--- config.mk ---
export PLATFORM = sky130hd
export DESIGN_NAME = control_unit
export DESIGN_NICKNAME = d
export VERILOG_FILES = /design/src/logic/decode_pkg.sv /design/src/logic/funct_decode.sv /design/src/logic/opcode_decode.sv /design/src/logic/control_unit.sv
export VERILOG_INCLUDE_DIRS = /design/src /design/src/logic
export SDC_FILE = /design/constraint.sdc
export NUM_CORES = 1
export LEC_CHECK = 0
export ABC_CLOCK_PERIOD_IN_PS = 2029
export BUFFER_PORTS_ARGS = -buffer_cell sky130_fd_sc_hd__buf_2
export CORE_MARGIN = 4
export CORE_UTILIZATION = 45
export DETAILED_ROUTE_END_ITERATION = 12
export PLACE_DENSITY = 0.76
export SYNTH_ARGS = -nofsm -noshare
export SYNTH_HDL_FRONTEND = slang
export SYNTH_HIERARCHICAL = 1
export SYNTH_SLANG_ARGS = --single-unit
--- constraint.sdc ---
create_clock -name clk -period 2.03 [get_ports clk]
set_input_delay 0.1015 -clock clk [delete_from_list [all_inputs] [get_ports clk]]
set_output_delay 0.1015 -clock clk [all_outputs]
set_load 0.01 [all_outputs]
--- src/logic/decode_config.svh ---
`ifndef DECODE_CONFIG_SVH
`define DECODE_CONFIG_SVH

// Instruction word layout
`define INSTR_WIDTH     32
`define OPCODE_WIDTH    6
`define REG_ADDR_WIDTH  5

// Opcode field, bits 31:26
`define OP_RTYPE  6'b000000     // Selects on funct
`define OP_ADDI   6'b001000
`define OP_ANDI   6'b001100
`define OP_ORI    6'b001101
`define OP_LW     6'b100011
`define OP_SW     6'b101011
`define OP_J      6'b000010

// Branch opcodes, some borrowed from unused MIPS load slots
`define OP_BEQ    6'b000100
`define OP_BNE    6'b000101
`define OP_BLT    6'b110000
`define OP_BGT    6'b001111
`define OP_BLE    6'b100101
`define OP_BGE    6'b100100

// Funct field, bits 5:0, under OP_RTYPE
`define FUNCT_ADD 6'b100000
`define FUNCT_SUB 6'b100010
`define FUNCT_AND 6'b100100
`define FUNCT_OR  6'b100101
`define FUNCT_XOR 6'b100110
`define FUNCT_NOR 6'b100111
`define FUNCT_SLL 6'b000000
`define FUNCT_SRL 6'b000010

`endif

--- src/logic/decode_pkg.sv ---
package decode_pkg;

`include "decode_config.svh"

    // R-type view of the instruction word
    typedef struct packed {
        logic [`OPCODE_WIDTH-1:0]   opcode;
        logic [`REG_ADDR_WIDTH-1:0] rs;
        logic [`REG_ADDR_WIDTH-1:0] rt;
        logic [`REG_ADDR_WIDTH-1:0] rd;
        logic [`REG_ADDR_WIDTH-1:0] shamt;     // Unused by the decoder, ALU takes it directly
        logic [5:0]                 funct;
    } r_fields_t;

    // I-type view; imm fills whatever is left after opcode, rs and rt
    typedef struct packed {
        logic [`OPCODE_WIDTH-1:0]   opcode;
        logic [`REG_ADDR_WIDTH-1:0] rs;
        logic [`REG_ADDR_WIDTH-1:0] rt;
        logic [`INSTR_WIDTH-`OPCODE_WIDTH-2*`REG_ADDR_WIDTH-1:0] imm;
    } i_fields_t;

    // One word, read through either view depending on the opcode
    typedef union packed {
        r_fields_t r;
        i_fields_t i;
    } instr_t;

    typedef enum logic [3:0] {
        ALU_NONE = 4'b0000,
        ALU_ADD  = 4'b0010,
        ALU_SUB  = 4'b0011,
        ALU_AND  = 4'b0100,
        ALU_OR   = 4'b0101,
        ALU_XOR  = 4'b0110,
        ALU_SLL  = 4'b1000,
        ALU_SRL  = 4'b1001,
        ALU_NOR  = 4'b1010
    } alu_op_t;

    typedef enum logic [2:0] {
        BR_NONE = 3'd0,
        BR_EQ   = 3'd1,
        BR_NE   = 3'd2,
        BR_LT   = 3'd3,
        BR_GT   = 3'd4,
        BR_LE   = 3'd5,
        BR_GE   = 3'd6
    } branch_cond_t;

    typedef struct packed {
        alu_op_t                    alu_op;
        logic                       alu_src;            // 1 selects the immediate as operand B
        logic                       reg_write_enable;
        logic                       mem_to_reg;         // Write-back from RAM instead of ALU
        logic [`REG_ADDR_WIDTH-1:0] read_register_1;
        logic [`REG_ADDR_WIDTH-1:0] read_register_2;
        logic [`REG_ADDR_WIDTH-1:0] write_register;
        logic                       pc_increment;
        logic                       ram_read_enable;
        logic                       ram_write_enable;
        logic                       jump;
        branch_cond_t               branch;
    } ctrl_word_t;

    typedef struct packed {
        alu_op_t alu_op;
        logic    is_shift;     // sll/srl take rt as the shifted operand
        logic    known;        // Funct code is one we decode
    } funct_ctrl_t;

endpackage

--- src/logic/funct_decode.sv ---
`timescale 1ns/100ps

`include "decode_config.svh"

module funct_decode (
    input  logic [5:0]              funct,
    output decode_pkg::funct_ctrl_t fctrl
);

    always_comb
    begin
        fctrl.alu_op   = decode_pkg::ALU_NONE;   // Unknown codes fall through as zero
        fctrl.is_shift = 1'b0;
        fctrl.known    = 1'b1;
        case (funct)
            `FUNCT_ADD:
            begin
                fctrl.alu_op = decode_pkg::ALU_ADD;
            end
            `FUNCT_SUB:
            begin
                fctrl.alu_op = decode_pkg::ALU_SUB;
            end
            `FUNCT_AND:
            begin
                fctrl.alu_op = decode_pkg::ALU_AND;
            end
            `FUNCT_OR:
            begin
                fctrl.alu_op = decode_pkg::ALU_OR;
            end
            `FUNCT_XOR:
            begin
                fctrl.alu_op = decode_pkg::ALU_XOR;
            end
            `FUNCT_NOR:
            begin
                fctrl.alu_op = decode_pkg::ALU_NOR;
            end
            `FUNCT_SLL:
            begin
                fctrl.alu_op   = decode_pkg::ALU_SLL;
                fctrl.is_shift = 1'b1;
            end
            `FUNCT_SRL:
            begin
                fctrl.alu_op   = decode_pkg::ALU_SRL;
                fctrl.is_shift = 1'b1;
            end
            default:
            begin
                fctrl.known = 1'b0;          // Caller turns this into a skip
            end
        endcase
    end

endmodule

--- src/logic/opcode_decode.sv ---
`timescale 1ns/100ps

`include "decode_config.svh"

module opcode_decode (
    input  decode_pkg::instr_t     instruction,
    output decode_pkg::ctrl_word_t ctrl_next
);

    decode_pkg::funct_ctrl_t  fctrl;
    decode_pkg::branch_cond_t branch_cond;

    funct_decode u_funct_decode (
        .funct (instruction.r.funct),
        .fctrl (fctrl)
    );

    // Branch opcodes map straight onto a condition; everything else is BR_NONE
    always_comb
    begin
        case (instruction.i.opcode)
            `OP_BEQ: branch_cond = decode_pkg::BR_EQ;
            `OP_BNE: branch_cond = decode_pkg::BR_NE;
            `OP_BLT: branch_cond = decode_pkg::BR_LT;
            `OP_BGT: branch_cond = decode_pkg::BR_GT;
            `OP_BLE: branch_cond = decode_pkg::BR_LE;
            `OP_BGE: branch_cond = decode_pkg::BR_GE;
            default: branch_cond = decode_pkg::BR_NONE;
        endcase
    end

    always_comb
    begin
        // Start from the skip word; each case only raises what it needs
        ctrl_next              = '0;
        ctrl_next.pc_increment = 1'b1;

        case (instruction.i.opcode)
            `OP_RTYPE:
            begin
                if (fctrl.known)
                begin
                    ctrl_next.alu_op           = fctrl.alu_op;
                    ctrl_next.reg_write_enable = 1'b1;
                    ctrl_next.write_register   = instruction.r.rd;
                    if (fctrl.is_shift)
                    begin
                        ctrl_next.read_register_1 = instruction.r.rt;   // Shift amount comes from shamt
                    end
                    else
                    begin
                        ctrl_next.read_register_1 = instruction.r.rs;
                        ctrl_next.read_register_2 = instruction.r.rt;
                    end
                end
            end
            `OP_ADDI, `OP_ANDI, `OP_ORI:
            begin
                case (instruction.i.opcode)
                    `OP_ANDI: ctrl_next.alu_op = decode_pkg::ALU_AND;
                    `OP_ORI:  ctrl_next.alu_op = decode_pkg::ALU_OR;
                    default:  ctrl_next.alu_op = decode_pkg::ALU_ADD;
                endcase
                ctrl_next.alu_src          = 1'b1;
                ctrl_next.reg_write_enable = 1'b1;
                ctrl_next.read_register_1  = instruction.i.rs;
                ctrl_next.write_register   = instruction.i.rt;
            end
            `OP_LW:
            begin
                ctrl_next.alu_op           = decode_pkg::ALU_ADD;   // Base plus offset
                ctrl_next.alu_src          = 1'b1;
                ctrl_next.reg_write_enable = 1'b1;
                ctrl_next.mem_to_reg       = 1'b1;
                ctrl_next.ram_read_enable  = 1'b1;
                ctrl_next.read_register_1  = instruction.i.rs;
                ctrl_next.write_register   = instruction.i.rt;
            end
            `OP_SW:
            begin
                ctrl_next.alu_op           = decode_pkg::ALU_ADD;
                ctrl_next.alu_src          = 1'b1;
                ctrl_next.ram_write_enable = 1'b1;
                ctrl_next.read_register_1  = instruction.i.rs;
                ctrl_next.read_register_2  = instruction.i.rt;  // Store data
            end
            `OP_J:
            begin
                ctrl_next.jump = 1'b1;
            end
            default:
            begin
                if (branch_cond != decode_pkg::BR_NONE)
                begin
                    ctrl_next.alu_op          = decode_pkg::ALU_SUB;    // Compare by subtraction
                    ctrl_next.read_register_1 = instruction.i.rs;
                    ctrl_next.read_register_2 = instruction.i.rt;
                    ctrl_next.branch          = branch_cond;
                end
            end
        endcase
    end

endmodule

--- src/logic/control_unit.sv ---
`timescale 1ns/100ps

module control_unit (
    input  logic                   clk,
    input  logic                   reset,
    input  decode_pkg::instr_t     instruction,
    output decode_pkg::ctrl_word_t ctrl
);

    decode_pkg::ctrl_word_t ctrl_next;

    opcode_decode u_opcode_decode (
        .instruction (instruction),
        .ctrl_next   (ctrl_next)
    );

    // One cycle from instruction to control word, new word every clock
    always_ff @(posedge clk)
    begin
        if (reset)
        begin
            ctrl <= '0;             // All enables low, branch is BR_NONE
        end
        else
        begin
            ctrl <= ctrl_next;
        end
    end

endmodule

==> results by group <==
STA
  • Relative slew slack: 63.6%
  • Hold Vio Cnt, Final: 0
  • Final setup viols: 0
  • Final Max Slew Viols: 0
  • Final Critical Period: 1.71 ns
  • Fin crit share: 84.3%
  • Final TNS setup: 0 ns
  • Max Clk Rate: approximately 0.58 GHz
  • RSZ-0062 raised after global routing: false
  • Hold slack: 0.111 ns
  • Slew @ Worst Pin: 0.547 ns

Route
  • Drt drc: 0
  • Via/cell ratio: 5.06
  • DR pass1 iterations: 4
  • DR vias: 1269
  • Drt total wl: 3390 um
  • DRT iter0 DRCs: 47
  • WL per Instance: 13.5 um
  • ANT nets after route: 0

Clock network
  • CTS Hold Bufs: 0
  • CTS root buffer: clkbuf_4
  • Postcts setup bufs: 0
  • PostCTS Resize Cnt: 0
  • CTS sink cnt: 29
  • CTS H-tree lvls: 2
  • Clock buffer depth: 2
  • Worst-path clk slew: ~0.1 ns
  • CTS tree: yes
  • Num CTS Buffers: 5

Placement
  • GPL Wtd Cong: 0.901
  • Post-DP HPWL: 2600 um
  • Port bufs: 57
  • Placed cell areas: 0.00177 sq mm

Worst setup path
  • CP required: roughly 2.3 ns
  • Worst Path Max Fanout: 6
  • CP arrival: 1.98 ns
  • CP endpoint kind: flop
  • Critical Path Source Type: primary input
  • Crit Path Class: in2reg

Floorplan
  • Initial Util: 47.9%
  • Row count: 20
  • Die width: 65.5 um
  • Die ar.: 0.00428 sq mm
  • Die height: 65.5 um
  • Core Box Area: between 0.003 and 0.004 sq mm
  • I/O pin total: 63

Yosys
  • Largest cells by area after synthesis: dfxtp_1 (39%), nor2b_4 (9.3%), nor2b_1 (7.6%)
  • Syn avg cell area: 9.90 sq um
  • Most numerous cell in the Yosys netlist: dfxtp_1
  • Synthesized Nets: 184
  • Post-synth EDFFs: 0
  • Post-synthesis cell type count: 42
  • Asr flop ratio synth: 0%
  • Largest area contributor in the netlist: dfxtp_1
  • Yosys warns: 6
  • Synth top cells by count: dfxtp_1 (29), nor2b_1 (18), nor2b_4 (10)
  • #FFs+latches synth: 29
  • Seq/Total Area, Yosys: just under 40%
  • Mapped Area: 0.00149 sq mm
  • Synth top area share: 39.1%
  • Mapped Cells: 150
  • Synth Flop Type: dfxtp_1

Global routing
  • Antenna violations before repair: 0
  • Vias in the first global route: 1220
  • Global-route wire length before repair: 5310 um
  • GRT Util Overall: 16.2%
  • Gr ovfl total: 0
  • Largest net degree at the start of global routing: 26

Cells and area
  • Final Instance Area: 0.00182 sq mm
  • Total Nets Final: 240
  • Layout area overhead: 22.8%
  • Layout cells sized above 1: 41.1%
  • Antenna Cells: 0
  • Largest reg by FF count: ctrl
  • Largest registers: ctrl (29)
  • Max FFs per register: 29

Power
  • Power per Cell Area: between 500 and 600 mW/mm^2
  • Comb power frac: 14.5%
  • Design Power: 1070 uW
  • Net Sw Frac: 27.0%
  • P_int: 779 uW
  • Psw: 288 uW
  • Clock Power Share: 31.0%
  • Lkg Pwr: 0.000850 uW
  • Sequential Power Share: 54.5%
  • Peak supply drop: around 0.45 mV

Run
  • Max cap viols: 0

Run status
  • Status: finished clean

Hold path
  • Hold Crit Class: in2reg
## worst max-delay path: stages
cell and delay, ns:
buf_2 0.13, or2_1 0.25, a21oi_1 0.14, or4b_4 0.49, o211a_1 0.26, o221ai_2 0.28
a32o_1 0.19, nor2b_4 0.12
## placed cells by master (no fill, tap or decap), types with 2 or more instances in the layout
master,count
nor2_1,7
nor4b_1,2
buf_4,4
nor2b_1,18
a32o_1,5
nand3_1,3
clkinv_2,2
nand4b_1,3
buf_2,57
nor3b_1,3
clkbuf_4,5
nor2b_4,10
a211oi_1,2
or4b_4,2
nand2_1,3
a31oi_1,2
a22o_1,5
or2_1,5
dfxtp_1,29
or3_1,3
and2b_1,7
inv_1,5
a21oi_1,6
## worst paths after layout
kind / from / endpoint / slack [ns] / cells after the start
setup / recovery: instruction[0] / ctrl[17] / 0.32 / 8
hold / removal: instruction[15] / ctrl[11] / 0.11 / 3
## metrics by stage
stage	setup WS (ns)	util (%)	instances
2_1_floorplan	0.213	-	150
3_3_place_gp	0.0876	57.0	243
3_5_place_dp	0.0143	57.0	243
4_1_cts	0.353	58.8	251
5_1_grt	0.249	58.8	251
6_report	0.319	58.8	251
## power by group through the flow
stage / registers (uW) / logic [uW] / clock network, uW
3_3_place_gp: 594 / 150 / 0
3_5_place_dp: 594 / 154 / 0
6_report: 581 / 154 / 331
2_1_floorplan: 601 / 94.7 / 0
4_1_cts: 581 / 155 / 345
5_1_grt: 583 / 169 / 378
## per-layer routing
layer / GRT usage, % / up-vias / wire length, um
met4: 5.44 / 0 / 30
met2: 29.6 / 53 / 1760
met3: 5.13 / 2 / 229
li1: - / 633 / -
met1: 17.5 / 581 / 1370
met5: 0 / - / 0
## cell families (layout without fill, tap and decap cells)
kind of cell	Yosys count	count (layout)	share of synthesized area (%)
simple gates	74	74	37.5
compound gates	28	28	15.5
flops	29	29	39.1
buf+inv	17	74	7.08
xor+xnor	1	1	0.590
other cells	1	1	0.252
## area by class of cell
| class | instances | area [sq um] |
|---|---|---|
| fill | 314 | 1280 |
| multi-input combinational | 104 | 800 |
| sequential | 29 | 581 |
| timing repair buffer | 61 | 315 |
| tap | 44 | 55.1 |
| clock buffer | 5 | 37.5 |
| inverter | 5 | 18.8 |
| clock inverter | 3 | 17.5 |
No activity file was read; power rests on OpenSTA's default activity.
